--- src/common/cart_pkg.sv ---
package cart_pkg;

	// ===================================================================
	// Stream widths
	// ===================================================================

	typedef logic [15:0] halfword_t;   // One download word, little endian
	typedef logic [63:0] qword_t;      // Four halfwords, halfword 0 in the low bits
	typedef logic [26:0] rom_addr_t;   // Byte address, 128 MB cartridge space
	typedef logic [2:0]  lane_count_t; // Valid halfwords in a beat, 1 to 4

	// ===================================================================
	// Compatibility quirks
	// ===================================================================

	typedef logic [5:0] quirk_t;

	// Game probes SRAM to detect emulation, so SRAM has to look absent
	localparam int QUIRK_SRAM   = 0;
	// Game relies on mirrored ROM accesses
	localparam int QUIRK_REMAP  = 1;
	localparam int QUIRK_GPIO   = 2;   // GPIO lines for RTC or solar sensor
	localparam int QUIRK_TILT   = 3;   // Tilt sensor on the cartridge bus
	localparam int QUIRK_SOLAR  = 4;   // Solar sensor fitted
	// Game needs the full sprite pixel budget per line
	localparam int QUIRK_SPRITE = 5;

	// ===================================================================
	// ROM header and image markers
	// ===================================================================

	// Four character game code, first character at the lowest address
	localparam rom_addr_t HDR_CODE_ADDR   = 27'h00000AC;

	// First halfword after the game code, quirks are decided here
	localparam rom_addr_t HDR_DECIDE_ADDR = 27'h00000B0;

	// Save type string of 128 KB flash carts, may sit anywhere in the image
	localparam logic [71:0] FLASH_MARKER = "FLASH1M_V";

endpackage

--- src/common/rom_stream_if.sv ---
`timescale 1ns/1ps

// Quadword beats of the cartridge image, valid/ready handshake
interface rom_stream_if import cart_pkg::*; ();

	logic        valid;
	logic        ready;
	qword_t      data;
	rom_addr_t   addr;   // Byte address of halfword 0
	lane_count_t count;
	logic        last;   // Beat holds the final halfword of the image

	modport source (
		output valid, data, addr, count, last,
		input  ready
	);

	modport sink (
		input  valid, data, addr, count, last,
		output ready
	);

endinterface

--- src/verilog/halfword_packer.sv ---
`timescale 1ns/1ps

module halfword_packer import cart_pkg::*; (
	input  logic      clk_sys,
	input  logic      reset,
	input  logic      dl_valid,
	output logic      dl_ready,
	input  halfword_t dl_data,
	input  logic      dl_last,
	rom_stream_if.source out
);

	logic [1:0] lane;       // Next lane to fill
	qword_t     acc;        // Lanes collected so far
	rom_addr_t  base_addr;  // Byte address of lane 0 of the beat being built
	qword_t     beat_data;
	logic       accept;
	logic       emit;

	// Output register frees up in the cycle its beat is taken
	assign dl_ready = !out.valid || out.ready;
	assign accept   = dl_valid && dl_ready;
	assign emit     = accept && (lane == 2'd3 || dl_last);

	// Current halfword merged into the collected lanes
	always_comb begin
		beat_data = acc;
		beat_data[{lane, 4'b0000} +: 16] = dl_data;
	end

	// ===================================================================
	// Lane and address tracking
	// ===================================================================

	always_ff @(posedge clk_sys) begin
		if (reset) begin
			lane      <= 2'd0;
			base_addr <= '0;
			out.valid <= 1'b0;
		end else begin
			if (out.valid && out.ready)
				out.valid <= 1'b0;

			if (emit) begin
				out.valid <= 1'b1;
				lane      <= 2'd0;
				// Next image starts again at byte 0
				base_addr <= dl_last ? '0 : base_addr + rom_addr_t'(8);
			end else if (accept) begin
				lane <= lane + 2'd1;
			end
		end
	end

	// Beat payload
	always_ff @(posedge clk_sys) begin
		if (accept)
			acc[{lane, 4'b0000} +: 16] <= dl_data;

		if (emit) begin
			out.data  <= beat_data;
			out.addr  <= base_addr;
			out.count <= {1'b0, lane} + 3'd1;   // Lanes filled including this one
			out.last  <= dl_last;
		end
	end

endmodule

--- src/verilog/rom_fifo.sv ---
`timescale 1ns/1ps

module rom_fifo import cart_pkg::*; #(
	parameter int FIFO_DEPTH = 4
) (
	input  logic clk_sys,
	input  logic reset,
	rom_stream_if.sink   wr,
	rom_stream_if.source rd
);

	localparam int PTR_W  = $clog2(FIFO_DEPTH);
	localparam int FILL_W = PTR_W + 1;

	qword_t      data_mem  [0:FIFO_DEPTH-1];
	rom_addr_t   addr_mem  [0:FIFO_DEPTH-1];
	lane_count_t count_mem [0:FIFO_DEPTH-1];
	logic        last_mem  [0:FIFO_DEPTH-1];

	logic [PTR_W-1:0]  wr_ptr;
	logic [PTR_W-1:0]  rd_ptr;
	logic [FILL_W-1:0] fill;    // Beats currently stored
	logic              push;
	logic              pop;

	assign wr.ready = (fill != FILL_W'(FIFO_DEPTH));
	assign rd.valid = (fill != '0);
	assign push     = wr.valid && wr.ready;
	assign pop      = rd.valid && rd.ready;

	// Head of the queue, read straight from storage
	assign rd.data  = data_mem[rd_ptr];
	assign rd.addr  = addr_mem[rd_ptr];
	assign rd.count = count_mem[rd_ptr];
	assign rd.last  = last_mem[rd_ptr];

	always_ff @(posedge clk_sys) begin
		if (reset) begin
			wr_ptr <= '0;
			rd_ptr <= '0;
			fill   <= '0;
		end else begin
			if (push)
				wr_ptr <= wr_ptr + 1'b1;   // Depth is a power of two, pointers wrap
			if (pop)
				rd_ptr <= rd_ptr + 1'b1;

			case ({push, pop})
				2'b10:   fill <= fill + 1'b1;
				2'b01:   fill <= fill - 1'b1;
				default: fill <= fill;     // Both or neither
			endcase
		end
	end

	always_ff @(posedge clk_sys) begin
		if (push) begin
			data_mem[wr_ptr]  <= wr.data;
			addr_mem[wr_ptr]  <= wr.addr;
			count_mem[wr_ptr] <= wr.count;
			last_mem[wr_ptr]  <= wr.last;
		end
	end

endmodule

--- src/cart_scan/cart_scan.sv ---
`timescale 1ns/1ps

module cart_scan import cart_pkg::*; (
	input  logic      clk_sys,
	input  logic      reset,
	rom_stream_if.sink in,
	output quirk_t    quirks,
	output logic      flash_1m,
	output logic      cart_loaded,
	output rom_addr_t rom_size
);

	typedef enum logic {
		S_IDLE,
		S_UNPACK
	} state_t;

	state_t      state;
	qword_t      beat_data;    // Remaining halfwords, current one in the low bits
	rom_addr_t   hw_addr;      // Byte address of the current halfword
	lane_count_t hw_left;
	logic        beat_last;
	logic [31:0] game_code;    // First character in the top byte
	logic [63:0] history;      // Last eight bytes in stream order
	halfword_t   hw;
	logic        take_beat;
	logic        start_image;
	logic        marker_lo;
	logic        marker_hi;
	logic        final_hw;

	// Flags for the known titles and title families
	function automatic quirk_t decide_quirks(input logic [31:0] code);
		quirk_t q;
		q = '0;

		case (code[31:8])
			"AR8", "ARO", "ALG", "ALF", "BLF",
			"BDB", "BG3", "BDV", "A2Y", "AI2": q[QUIRK_SRAM] = 1'b1;
			"BPE", "AXV", "AXP", "RZW", "BKA",
			"BR4":                             q[QUIRK_GPIO] = 1'b1;
			"BHG", "BGX":                      q[QUIRK_SPRITE] = 1'b1;
			default: ;
		endcase

		case (code[31:24])
			"K": q[QUIRK_TILT] = 1'b1;   // Tilt sensor titles
			"U": begin                   // Solar sensor titles
				q[QUIRK_GPIO]  = 1'b1;
				q[QUIRK_SOLAR] = 1'b1;
			end
			"F": begin                   // NES classic re-releases
				q[QUIRK_SRAM]  = 1'b1;
				q[QUIRK_REMAP] = 1'b1;
				case (code)
					"FSDJ", "FADJ", "FM2J": q[QUIRK_SPRITE] = 1'b1;
					"FTUJ", "FTKJ", "FFMJ", "FLBJ",
					"FPTJ", "FMRJ", "FNMJ": begin
						q[QUIRK_REMAP]  = 1'b0;
						q[QUIRK_SPRITE] = 1'b1;
					end
					default: ;
				endcase
			end
			default: ;
		endcase

		return q;
	endfunction

	assign in.ready    = (state == S_IDLE);
	assign take_beat   = in.valid && in.ready;
	assign start_image = take_beat && (in.addr == '0);
	assign hw          = beat_data[15:0];
	assign final_hw    = beat_last && (hw_left == 3'd1);

	// Marker ending at the low byte or at the high byte of this halfword
	assign marker_lo = ({history, hw[7:0]} == FLASH_MARKER);
	assign marker_hi = ({history[55:0], hw[7:0], hw[15:8]} == FLASH_MARKER);

	// ===================================================================
	// FSM and results
	// ===================================================================

	always_ff @(posedge clk_sys) begin
		if (reset) begin
			state       <= S_IDLE;
			quirks      <= '0;
			flash_1m    <= 1'b0;
			cart_loaded <= 1'b0;
			rom_size    <= '0;
		end else begin
			case (state)
				S_IDLE: begin
					if (take_beat)
						state <= S_UNPACK;
				end
				S_UNPACK: begin
					if (hw_left == 3'd1)
						state <= S_IDLE;
					if (hw_addr == HDR_DECIDE_ADDR)
						quirks <= decide_quirks(game_code);
					if (marker_lo || marker_hi)
						flash_1m <= 1'b1;
					if (final_hw) begin
						rom_size    <= hw_addr + rom_addr_t'(2);   // Byte after the image
						cart_loaded <= 1'b1;
					end
				end
			endcase

			if (start_image) begin   // New image from byte 0
				quirks      <= '0;
				flash_1m    <= 1'b0;
				cart_loaded <= 1'b0;
			end
		end
	end

	// ===================================================================
	// Halfword unpacking, header and history capture
	// ===================================================================

	always_ff @(posedge clk_sys) begin
		if (take_beat) begin
			beat_data <= in.data;
			hw_addr   <= in.addr;
			hw_left   <= in.count;
			beat_last <= in.last;
			if (in.addr == '0) begin
				game_code <= '0;
				history   <= '0;
			end
		end else if (state == S_UNPACK) begin
			beat_data <= {16'h0000, beat_data[63:16]};
			hw_addr   <= hw_addr + rom_addr_t'(2);
			hw_left   <= hw_left - 3'd1;
			history   <= {history[47:0], hw[7:0], hw[15:8]};

			// Byte at the lower address goes higher in the code
			if (hw_addr == HDR_CODE_ADDR)
				game_code[31:16] <= {hw[7:0], hw[15:8]};
			if (hw_addr == HDR_CODE_ADDR + rom_addr_t'(2))
				game_code[15:0] <= {hw[7:0], hw[15:8]};
		end
	end

endmodule

--- src/verilog/cart_loader.sv ---
`timescale 1ns/1ps

module cart_loader import cart_pkg::*; #(
	parameter int FIFO_DEPTH = 4   // Power of two, at least 2
) (
	input  logic      clk_sys,
	input  logic      reset,
	input  logic      dl_valid,
	output logic      dl_ready,
	input  halfword_t dl_data,
	input  logic      dl_last,
	output logic      sram_quirk,
	output logic      memory_remap_quirk,
	output logic      gpio_quirk,
	output logic      tilt_quirk,
	output logic      solar_quirk,
	output logic      sprite_quirk,
	output logic      flash_1m,
	output logic      cart_loaded,
	output rom_addr_t rom_size
);

	quirk_t quirks;

	rom_stream_if pack_stream ();   // Packer to FIFO
	rom_stream_if scan_stream ();   // FIFO to scanner

	halfword_packer packer_i (
		.clk_sys  (clk_sys),
		.reset    (reset),
		.dl_valid (dl_valid),
		.dl_ready (dl_ready),
		.dl_data  (dl_data),
		.dl_last  (dl_last),
		.out      (pack_stream.source)
	);

	rom_fifo #(
		.FIFO_DEPTH (FIFO_DEPTH)
	) fifo_i (
		.clk_sys (clk_sys),
		.reset   (reset),
		.wr      (pack_stream.sink),
		.rd      (scan_stream.source)
	);

	cart_scan scan_i (
		.clk_sys     (clk_sys),
		.reset       (reset),
		.in          (scan_stream.sink),
		.quirks      (quirks),
		.flash_1m    (flash_1m),
		.cart_loaded (cart_loaded),
		.rom_size    (rom_size)
	);

	// Individual flags for the console core
	assign sram_quirk         = quirks[QUIRK_SRAM];
	assign memory_remap_quirk = quirks[QUIRK_REMAP];
	assign gpio_quirk         = quirks[QUIRK_GPIO];
	assign tilt_quirk         = quirks[QUIRK_TILT];
	assign solar_quirk        = quirks[QUIRK_SOLAR];
	assign sprite_quirk       = quirks[QUIRK_SPRITE];

endmodule

--- config.mk ---
export PLATFORM = sky130hd
export DESIGN_NAME = cart_loader
export DESIGN_NICKNAME = d
export VERILOG_FILES = /design/src/common/cart_pkg.sv /design/src/common/rom_stream_if.sv /design/src/verilog/halfword_packer.sv /design/src/verilog/rom_fifo.sv /design/src/cart_scan/cart_scan.sv /design/src/verilog/cart_loader.sv
export SDC_FILE = /design/constraint.sdc
export NUM_CORES = 1
export LEC_CHECK = 0
export CELL_PAD_IN_SITES_DETAIL_PLACEMENT = 0
export CELL_PAD_IN_SITES_GLOBAL_PLACEMENT = 2
export CORE_MARGIN = 8
export CORE_UTILIZATION = 51
export CTS_CLUSTER_SIZE = 25
export DETAILED_ROUTE_END_ITERATION = 16
export DONT_BUFFER_PORTS = 1
export PLACE_DENSITY_LB_ADDON = 0.25
export SLEW_MARGIN = 20
export SYNTH_ARGS = -nofsm -noshare
export SYNTH_HDL_FRONTEND = slang
export SYNTH_SLANG_ARGS = --single-unit
--- constraint.sdc ---
create_clock -name clk_sys -period 8.95 [get_ports clk_sys]
set_clock_uncertainty 0.05 [all_clocks]
set_input_delay 1.79 -clock clk_sys [delete_from_list [all_inputs] [get_ports clk_sys]]
set_output_delay 1.79 -clock clk_sys [all_outputs]
set_load 0.005 [all_outputs]
After elaboration in Yosys (flattened, before gate mapping)
Memories as Yosys holds them, arrays and structs flattened. A register that Yosys moved wholly into a read port is not among the register bits.
Index checks and enable logic that the tools add are counted.
- add/sub/neg operators: 10
- equal/unequal tests: 42
- shifts and indexed selects: 2
- mux-type cells: 40
- bitwise operators: 1
- reduce and logical (&&, ||, !) cells: 30
- operators with widths (kind ; number):
    24-bit by 23-bit equality test with 1-bit output (second input constant) ; 18
    32-bit by 31-bit equality test with 1-bit output (second input constant) ; 10
    64-bit 2-to-1 mux ; 5
    72-bit by 71-bit equality test with 1-bit output (second input constant) ; 2
    32-bit 2-to-1 mux ; 3
    27-bit by 8-bit equality test with 1-bit output (second input constant) ; 3
    27-bit 2-to-1 mux ; 3
    64-bit bitwise mux ; 1
    16-bit by 8-bit variable shift with 64-bit output (first input constant) ; 1
    16-bit by 8-bit indexed part select with 64-bit output ; 1
    16-bit 2-to-1 mux ; 2
    27-bit by 2-bit adder with 27-bit output (second input constant) ; 1
    27-bit by 4-bit adder with 27-bit output (second input constant) ; 1
    27-bit zero test ; 1
    8-bit by 7-bit equality test with 1-bit output (second input constant) ; 3
    10-bit OR reduction ; 2
    1-bit 2-to-1 mux ; 15
    2-bit 2-to-1 mux ; 7
    2-bit nonzero test ; 5
    6-bit negation with 8-bit output ; 1
    2-bit AND reduction ; 4
    7-bit OR reduction ; 1
    2-bit by 1-bit adder with 2-bit output (second input constant) ; 3
    1-bit logical AND ; 6
    18 further kinds ; 26
- register bits: 422
- RAM bits: 380
- input port bits: 20
- word-level logic and storage cells: 151
- memories kept: 4
- memory list (name ; words ; bits a word ; read ports ; clocked after Yosys merged registers in ; wr ports ; RTL line ; RTL):
    fifo_i.data_mem ; 4 ; 64 ; 1 ; 1 ; 1 ; rom_fifo.sv:15 ; qword_t data_mem [0:FIFO_DEPTH-1];
    fifo_i.addr_mem ; 4 ; 27 ; 1 ; 1 ; 1 ; rom_fifo.sv:16 ; rom_addr_t addr_mem [0:FIFO_DEPTH-1];
    fifo_i.count_mem ; 4 ; 3 ; 1 ; 1 ; 1 ; rom_fifo.sv:17 ; lane_count_t count_mem [0:FIFO_DEPTH-1];
    fifo_i.last_mem ; 4 ; 1 ; 1 ; 1 ; 1 ; rom_fifo.sv:18 ; logic last_mem [0:FIFO_DEPTH-1];

Logic depth before layout (Yosys ltp)
Gate-level depths: netlist of run 1.
- depth after elaboration: 5
- depth in mapped cells: 11
- gate-level depth less buffers: 9

Hierarchy
A second synthesis of run 1 with hierarchy kept.
- cells, all modules: 1985
- area total of the unflattened synthesis: 31483.9 um^2
- modules (own cells, without submodules) (module ; times used ; cells each ; area each (um^2) ; sequential area each (um^2)):
    rom_fifo ; 1 ; 549 ; 14224.9 ; 11591.1
    cart_scan ; 1 ; 887 ; 10146.0 ; 6456.2
    halfword_packer ; 1 ; 549 ; 7113.1 ; 5225.0

Least setup slack after synthesis of run 1
No wires, ideal clock.
- path type: input -> register
- start: in dl_last
- end: reg packer_i.base_addr[17]
- setup time: 0.071 ns
- arrival time: 5.031 ns
- required time: 8.829 ns
- setup slack: 3.798 ns
- stages: 7
- path buffers: 1
- cells stage by stage: nor2_1 nand3b_1 clkbuf_1 inv_1 nand3_1 or3_1 a21oi_1
- cells in the longest elaborated chain, start to end: 2
- elaborated cells between the ends (all ways): 3
- those cells by class: mux (1); reduce/logical (2)
- RTL lines (item ; RTL line ; RTL):
    start, declared ; cart_loader.sv:11 ; input logic dl_last,
    1-bit logical OR ; halfword_packer.sv:23 ; assign emit = accept && (lane == 2'd3 || dl_last);
    1-bit logical AND ; halfword_packer.sv:23 ;
    net packer_i.emit ; halfword_packer.sv:18 ; logic emit;
    end signal, assigned ; halfword_packer.sv:48 ; base_addr <= dl_last ? '0 : base_addr + rom_addr_t'(8);
    end, declared ; halfword_packer.sv:15 ; rom_addr_t base_addr;
The timed path passes the listed nets, and every way through them passes these cells.
A chain may end at the register's enable or synchronous reset.

==> run_results.csv, run 1 <==
group,metric,value,unit
placement,placedCellCount,2629,
synthesis,synth-adder-area-share,0.6841,%
cells_and_area,layout.nets,1976,
sta,worst_hold_slack,0.4142,ns
die,initial_core_util,51.54,%
cts,clock_tree_from_tritoncts,"yes",
die,num_rows,89,
cells_and_area,multi_input_gate_area,0.006879,sq mm
die,fp.dieW,260,um
placement,routability_driven_placement_congestion_ratio,0.7696,
cells_and_area,area.sequential,0.02292,sq mm
synthesis,yosys_warnings,0,
sta,grt_setup_unrepaired,"false",
die,placeable_core_region,0.05891,sq mm
synthesis,ys_dominant_reg_cell,"sky130_fd_sc_hd__edfxtp_1",
cells_and_area,finish.cell_count_without_fillers,2778,
worst_setup_path,worstPathMaxFanout,64,
route,drt-initial-drc-count,1192,
synthesis,postSynthRegisterBits,787,
placement,dpl_worst_slack,4.538,ns
placement,placement.io_buffers,0,
worst_setup_path,end_kind,"register",
synthesis,synth_xor_xnor_area_share,1.500,%
sta,maxClockFrequency,0.2575,GHz
synthesis,netlist_area,0.03036,sq mm
cells_and_area,commonest_non_fill_non_tap_cells_in_the_layout,"715 x sky130_fd_sc_hd__edfxtp_1, 259 x sky130_fd_sc_hd__nand2_1, 117 x sky130_fd_sc_hd__nor2_1",
cells_and_area,n_antenna_cell,0,
route,drt.antenna.violating_nets,0,
synthesis,ys_async_sr_fraction,0,%
synthesis,synth.distinct_cells,54,
cts,tritoncts.num_buffers,81,
cells_and_area,final_core_utilization,57.26,%
die,num_io_pins,56,
route,vias_per_cell,5.554,
synthesis,synth-compound-area-share,2.909,%
status,status,"finished, final reports clean",
min_path,min_path_type,"register to register",
power_and_ir_drop,power.density,299.9,mW/mm^2
route,remaining_drc_errors,0,
global_route,grt_usage,17.56,%
cts,cts-htree-levels,3,
global_route,number_of_global_route_vias_before_repair,15630,
cells_and_area,area_growth,11.09,%
sta,hold_viol_final,0,
worst_setup_path,crit_type,"register to register",
sta,worst_slew_margin_rel,25.61,%
cts,clock_path_buffers,3,
route,routed_wire_length_per_instance,21.15,um
power_and_ir_drop,leakage,11.05,nW
sta,post-route-period-util,43.40,%
synthesis,yosysSeqAreaShare,75.46,%
power_and_ir_drop,comb_power_share,18.3,%
route,total_routed_length,58760,um
route,detailroute.via_count,15430,
cts,cts.clk_slew.worst_paths,0.06,ns
power_and_ir_drop,switching_share,28.54,%
cells_and_area,n_fill_cell,4554,
cts,cts.repair.resized,0,
power_and_ir_drop,vdd_ir_drop_max,0.0002017,V
cts,cts.repair_timing.setup_buffer_count,0,
sta,setup_tns,0,ns
worst_setup_path,crit_required,9.13,ns
cells_and_area,drive_gt1_share,12.02,%
cts,cts_root_buffer,"sky130_fd_sc_hd__clkbuf_16",
cells_and_area,final_common_cell,"sky130_fd_sc_hd__edfxtp_1",
synthesis,synth_simple_gate_area_share,10.45,%
cts,worst_skew_pair.late_latency,0.62,ns
synthesis,synth_enable_flop_cells,715,
synthesis,syn_avg_cell_area,15.89,sq um
placement,place.detailed.hpwl,35120,um
synthesis,synthesis.instances,1911,
cts,cts-hold-fix-buffers,0,
power_and_ir_drop,p_switching,2.887,mW
die,design.die.area,0.06760,sq mm
power_and_ir_drop,clockPowerShare,30.7,%
global_route,grt_remaining_overflow,0,
global_route,grt_pass1_wl,92080,um
worst_setup_path,critPathLaunchType,"register",
worst_setup_path,crit_arrival,4.06,ns
power_and_ir_drop,power.sequential.fraction,50.9,%
sta,final_period_minus_worst_setup_slack,3.884,ns
sta,timing_worst_slew_pin_value,1.100,ns
job,cap_violations,0,
sta,timing.final.setup_violations,0,
synthesis,mappedNetlistNets,1947,
sta,maxSlewViolCount,0,
synthesis,yosys-mux-area-fraction,6.956,%
route,detail_route.first_pass.iterations,5,
power_and_ir_drop,cell_internal_pwr,7.229,mW
global_route,number_of_antenna_violations_at_the_first_check_in_global_routing,0,
global_route,grt_start_max_net_pins,87,
sta,setup_slack,5.066,ns
cts,cts.sink_count,787,
synthesis,synth_top_family_by_area,"simple AND/OR/NAND/NOR gates",
die,die_y,260,um
[synth_stat cells (4+ instances only)]
library cell	number	area share (%)
sky130_fd_sc_hd__and3_1	10	0.21
sky130_fd_sc_hd__o21ai_0	71	1.2
sky130_fd_sc_hd__nand2_1	259	3.2
sky130_fd_sc_hd__a21oi_1	43	0.71
sky130_fd_sc_hd__nor4bb_1	6	0.20
sky130_fd_sc_hd__nand3_1	30	0.49
sky130_fd_sc_hd__xnor2_1	16	0.46
sky130_fd_sc_hd__buf_2	10	0.16
sky130_fd_sc_hd__nand4_1	24	0.49
sky130_fd_sc_hd__nor2b_1	12	0.25
sky130_fd_sc_hd__ha_1	15	0.62
sky130_fd_sc_hd__dfxtp_1	72	4.7
sky130_fd_sc_hd__and2_1	89	1.8
sky130_fd_sc_hd__a31oi_1	4	0.082
sky130_fd_sc_hd__nand4b_1	8	0.23
sky130_fd_sc_hd__xor2_1	36	1.0
sky130_fd_sc_hd__inv_1	83	1.0
sky130_fd_sc_hd__nor4_1	20	0.41
sky130_fd_sc_hd__nor4b_1	12	0.35
sky130_fd_sc_hd__nand4bb_1	4	0.15
sky130_fd_sc_hd__clkbuf_1	53	0.66
sky130_fd_sc_hd__mux2i_1	4	0.13
sky130_fd_sc_hd__or3_1	5	0.10
sky130_fd_sc_hd__buf_1	7	0.087
sky130_fd_sc_hd__a211oi_1	25	0.62
sky130_fd_sc_hd__nor2_1	118	1.5
sky130_fd_sc_hd__and4_1	7	0.20
sky130_fd_sc_hd__nor3_1	27	0.45
sky130_fd_sc_hd__mux4_2	92	6.8
sky130_fd_sc_hd__edfxtp_1	715	71
[area by class of cell]
class                   count  area share, %
clock inverters            43         0.9718
multi-input cells         967          20.39
flip-flops and latches    787          67.95
well taps                 773          2.867
clock buffers             105          6.369
inverters                  84         0.9459
repair buffers             19         0.5045
[power by group through the flow]
stage | clock [mW] | combinational, mW | sequential, mW
after floorplan | 0 | 1.36 | 5.12
after global placement | 0 | 1.88 | 5.22
after detailed placement | 0 | 1.90 | 5.23
after CTS | 3.18 | 1.90 | 5.16
after global routing | 3.32 | 2.08 | 5.21
final | 3.11 | 1.86 | 5.15
[sequential cells by signal, summed over array words and instances (netlist names), 3 cells and up, named ones only]
signal              cells
scan_i.quirks           6
fifo_i.count_mem       12
packer_i.base_addr     24
fifo_i.last_mem         4
packer_i.out.addr      24
fifo_i.addr_mem        96
fifo_i.data_mem       256
scan_i.beat_data       64
fifo_i.fill             3
packer_i.out.data      64
scan_i.history         64
packer_i.acc           64
packer_i.out.count      3
scan_i.rom_size        27
scan_i.hw_left          3
scan_i.game_code       32
scan_i.hw_addr         27
[critical path: stages, from the launching register on]
cell and delay (ns):
sky130_fd_sc_hd__dfxtp_4 0.34, sky130_fd_sc_hd__buf_6 0.56, sky130_fd_sc_hd__mux4_2 0.61, sky130_fd_sc_hd__or4_1 0.57, sky130_fd_sc_hd__nor2_1 0.16, sky130_fd_sc_hd__and4_1 0.34, sky130_fd_sc_hd__or2_2 0.17, sky130_fd_sc_hd__buf_4 0.62
[kinds of logic (layout without fill, tap and decap cells)]
logic type,Yosys count,in the layout
AO/OA/AOI/OAI,154,154
XOR/XNOR,52,52
adder cells (fa/ha/maj),16,16
buffers and inverters,157,251
flip-flops,787,787
multiplexers,96,96
other,1,1
AND/OR/NAND/NOR,648,648
[path summary, 6_finish.rpt]
check	startpoint	end	slack [ns]	cells past startpoint
min reg2reg	scan_i.flash_1m	scan_i.flash_1m	0.41	2
max	register	scan_i.history[58]	5.07	7
max reg2reg	register	scan_i.history[58]	5.07	7
min	scan_i.flash_1m	scan_i.flash_1m	0.41	2
[layer usage]
layer | routed length [um] | up-vias | global-route usage [%]
met4 | 1239 | 0 | 4.894
met1 | 26490 | 7738 | 24.47
met5 | 0 | - | 0
met2 | 28190 | 373 | 28.51
met3 | 2839 | 96 | 3.034
li1 | - | 7223 | -
[stage by stage]
stage	instance area, sq um	total power, mW
2_1_floorplan	30360	6.475
3_3_place_gp	31210	7.097
3_5_place_dp	31220	7.131
4_1_cts	33690	10.24
5_1_grt	33730	10.60
6_report	33730	10.12
Note: power is estimated with default switching activity, not from simulation.
==> inputs of run 2 (changes only) <==
--- a/config.mk
+++ b/config.mk
@@ -8,7 +8,7 @@
 export CELL_PAD_IN_SITES_DETAIL_PLACEMENT = 0
 export CELL_PAD_IN_SITES_GLOBAL_PLACEMENT = 2
 export CORE_MARGIN = 8
-export CORE_UTILIZATION = 51
+export CORE_UTILIZATION = 43
 export CTS_CLUSTER_SIZE = 25
 export DETAILED_ROUTE_END_ITERATION = 16
 export DONT_BUFFER_PORTS = 1
==> constraint.sdc (replaced) <==
create_clock -name clk_sys -period 3.4 [get_ports clk_sys]
set_clock_uncertainty 0.05 [all_clocks]
set_input_delay 0.68 -clock clk_sys [delete_from_list [all_inputs] [get_ports clk_sys]]
set_output_delay 0.68 -clock clk_sys [all_outputs]
set_load 0.005 [all_outputs]
==> run_results.csv, run 2 (synthesis results as in run 1) <==
group,metric,value,unit
die,initial_core_util,43.36,%
cells_and_area,drive_gt1_share,13.49,%
power_and_ir_drop,cell_internal_pwr,19.38,mW
cells_and_area,finish.cell_count_without_fillers,2971,
route,drt-initial-drc-count,1012,
placement,routability_driven_placement_congestion_ratio,0.7956,
die,fp.dieW,281.7,um
sta,timing_worst_slew_pin_value,0.9082,ns
sta,worst_slew_margin_rel,39.45,%
cts,cts-htree-levels,3,
sta,setup_tns,0,ns
placement,placement.io_buffers,0,
worst_setup_path,worstPathMaxFanout,13,
worst_setup_path,critical_path.cell_chain,"buf_4 -> mux4_2 -> nor4_1 -> and3_1 -> and4_1 -> or2_2 -> buf_4",
cts,worst_skew_pair.late_latency,0.62,ns
cells_and_area,n_antenna_cell,0,
worst_setup_path,crit_type,"register to register",
placement,dpl_worst_slack,0.2080,ns
sta,post-route-period-util,91.33,%
power_and_ir_drop,power.total,27.19,mW
worst_setup_path,crit_required,3.66,ns
route,total_routed_length,63050,um
power_and_ir_drop,power.sequential.fraction,49.9,%
die,placeable_core_region,0.07003,sq mm
sta,setup_slack,0.2947,ns
worst_setup_path,crit_arrival,3.37,ns
worst_setup_path,end_kind,"register",
global_route,grt_start_max_net_pins,71,
cells_and_area,final_common_cell,"sky130_fd_sc_hd__edfxtp_1",
worst_setup_path,dominant_delay_contributor_by_cell_family_on_the_critical_path,"simple AND/OR/NAND/NOR gates",
placement,placedCellCount,2826,
global_route,number_of_global_route_vias_before_repair,16120,
cts,tritoncts.num_buffers,83,
power_and_ir_drop,switching_share,28.71,%
worst_setup_path,critPathLaunchType,"register",
sta,final_period_minus_worst_setup_slack,3.105,ns
min_path,min_path_type,"primary input to register",
die,num_io_pins,56,
route,detailroute.via_count,15520,
die,die_y,281.7,um
cells_and_area,commonest_non_fill_non_tap_cells_in_the_layout,"715 x sky130_fd_sc_hd__edfxtp_1, 259 x sky130_fd_sc_hd__nand2_1, 118 x sky130_fd_sc_hd__nor2_1",
cts,clock_path_buffers,3,
job,cap_violations,0,
worst_setup_path,cp_slowest_cell,"sky130_fd_sc_hd__mux4_2",
sta,grt_setup_unrepaired,"false",
cts,cts_root_buffer,"sky130_fd_sc_hd__clkbuf_16",
worst_setup_path,critical_path.most_common_cell,"sky130_fd_sc_hd__buf_4",
power_and_ir_drop,comb_power_share,19.0,%
die,num_rows,97,
die,design.die.area,0.07937,sq mm
global_route,grt_remaining_overflow,0,
global_route,number_of_antenna_violations_at_the_first_check_in_global_routing,0,
cells_and_area,area_growth,13.34,%
cts,cts-hold-fix-buffers,0,
global_route,grt_usage,16.03,%
sta,hold_viol_final,0,
route,drt.antenna.violating_nets,0,
cells_and_area,n_fill_cell,5956,
route,remaining_drc_errors,0,
power_and_ir_drop,clockPowerShare,31.1,%
cts,cts.sink_count,787,
cells_and_area,register_bank_with_the_most_flops,"fifo_i.data_mem",
placement,place.detailed.hpwl,38960,um
route,vias_per_cell,5.222,
route,routed_wire_length_per_instance,21.22,um
cts,cts.repair.resized,0,
sta,timing.final.setup_violations,0,
cells_and_area,largest_register_ffs,256,
sta,worst_hold_slack,0.07455,ns
global_route,grt_pass1_wl,97550,um
power_and_ir_drop,p_switching,7.807,mW
cells_and_area,largest_registers,"fifo_i.data_mem x256, fifo_i.addr_mem x96",
cts,cts.repair_timing.setup_buffer_count,0,
cts,cts.clk_slew.worst_paths,0.06,ns
worst_setup_path,worstPathBufferInverterCount,2,
power_and_ir_drop,power.density,790.2,mW/mm^2
route,detail_route.first_pass.iterations,5,
status,status,"finished, final reports clean",
worst_setup_path,critical-path-max-stage-delay,0.53,ns
sta,maxClockFrequency,0.3220,GHz
sta,maxSlewViolCount,0,
cells_and_area,layout.nets,2007,
power_and_ir_drop,leakage,11.28,nW
cts,clock_tree_from_tritoncts,"yes",
power_and_ir_drop,vdd_ir_drop_max,0.0007681,V
==> run 2: cell types whose count changed in the layout (fill, tap and decap cells not counted), sizes merged <==
cell | before | now
buf | 19 | 48
bufinv | 1 | 2
clkbuf | 105 | 112
clkinv | 37 | 26
clkinvlp | 1 | 3
inv | 88 | 86
==> run 2: layer usage <==
layer  wire length (um)  global-route usage [%]  up-vias
met2              30310                   26.68      309
met1              28290                   21.83     7827
met4               1375                   4.370        0
li1                   -                       -     7280
met5                  0                       0        -
met3               3074                   2.656       99
==> run 2: through the flow <==
| stage | cell area (sq um) | utilization, % |
|---|---|---|
| 3_5_place_dp | 31860 | 45.49 |
| 3_3_place_gp | 31830 | 45.45 |
| 5_1_grt | 34410 | 49.14 |
| 4_1_cts | 34410 | 49.14 |
| 2_1_floorplan | 30370 | - |
| 6_report | 34410 | 49.14 |
==> run 2: final timing paths <==
path                            cells after the start                    end                    from  slack, ns
worst max-delay path                                7      scan_i.history[6]                register       0.29
worst max register to register                      7      scan_i.history[6]                register       0.29
worst min register to register                      0  packer_i.out.addr[26]  packer_i.base_addr[26]       0.42
worst min-delay path                                1     scan_i.rom_size[0]                   reset       0.07
==> run 2: power by group through the flow <==
| stage | Clock (mW) | Combinational, mW | Sequential, mW |
|---|---|---|---|
| 3_5_place_dp | 0 | 5.29 | 13.8 |
| 3_3_place_gp | 0 | 5.26 | 13.8 |
| 5_1_grt | 9.04 | 5.76 | 13.7 |
| 6_report | 8.47 | 5.16 | 13.6 |
| 2_1_floorplan | 0 | 3.54 | 13.4 |
| 4_1_cts | 8.70 | 5.31 | 13.6 |
==> run 2: area by class of cell <==
| class | instances | area [sq um] | area share (%) |
|---|---|---|---|
| sequential | 787 | 22920 | 66.60 |
| multi-input combinational | 967 | 6870 | 19.97 |
| clock buffer | 112 | 2266 | 6.585 |
| tap | 940 | 1176 | 3.418 |
| timing repair buffer | 48 | 568.0 | 1.651 |
| inverter | 84 | 321.6 | 0.9344 |
| clock inverter | 33 | 290.3 | 0.8435 |
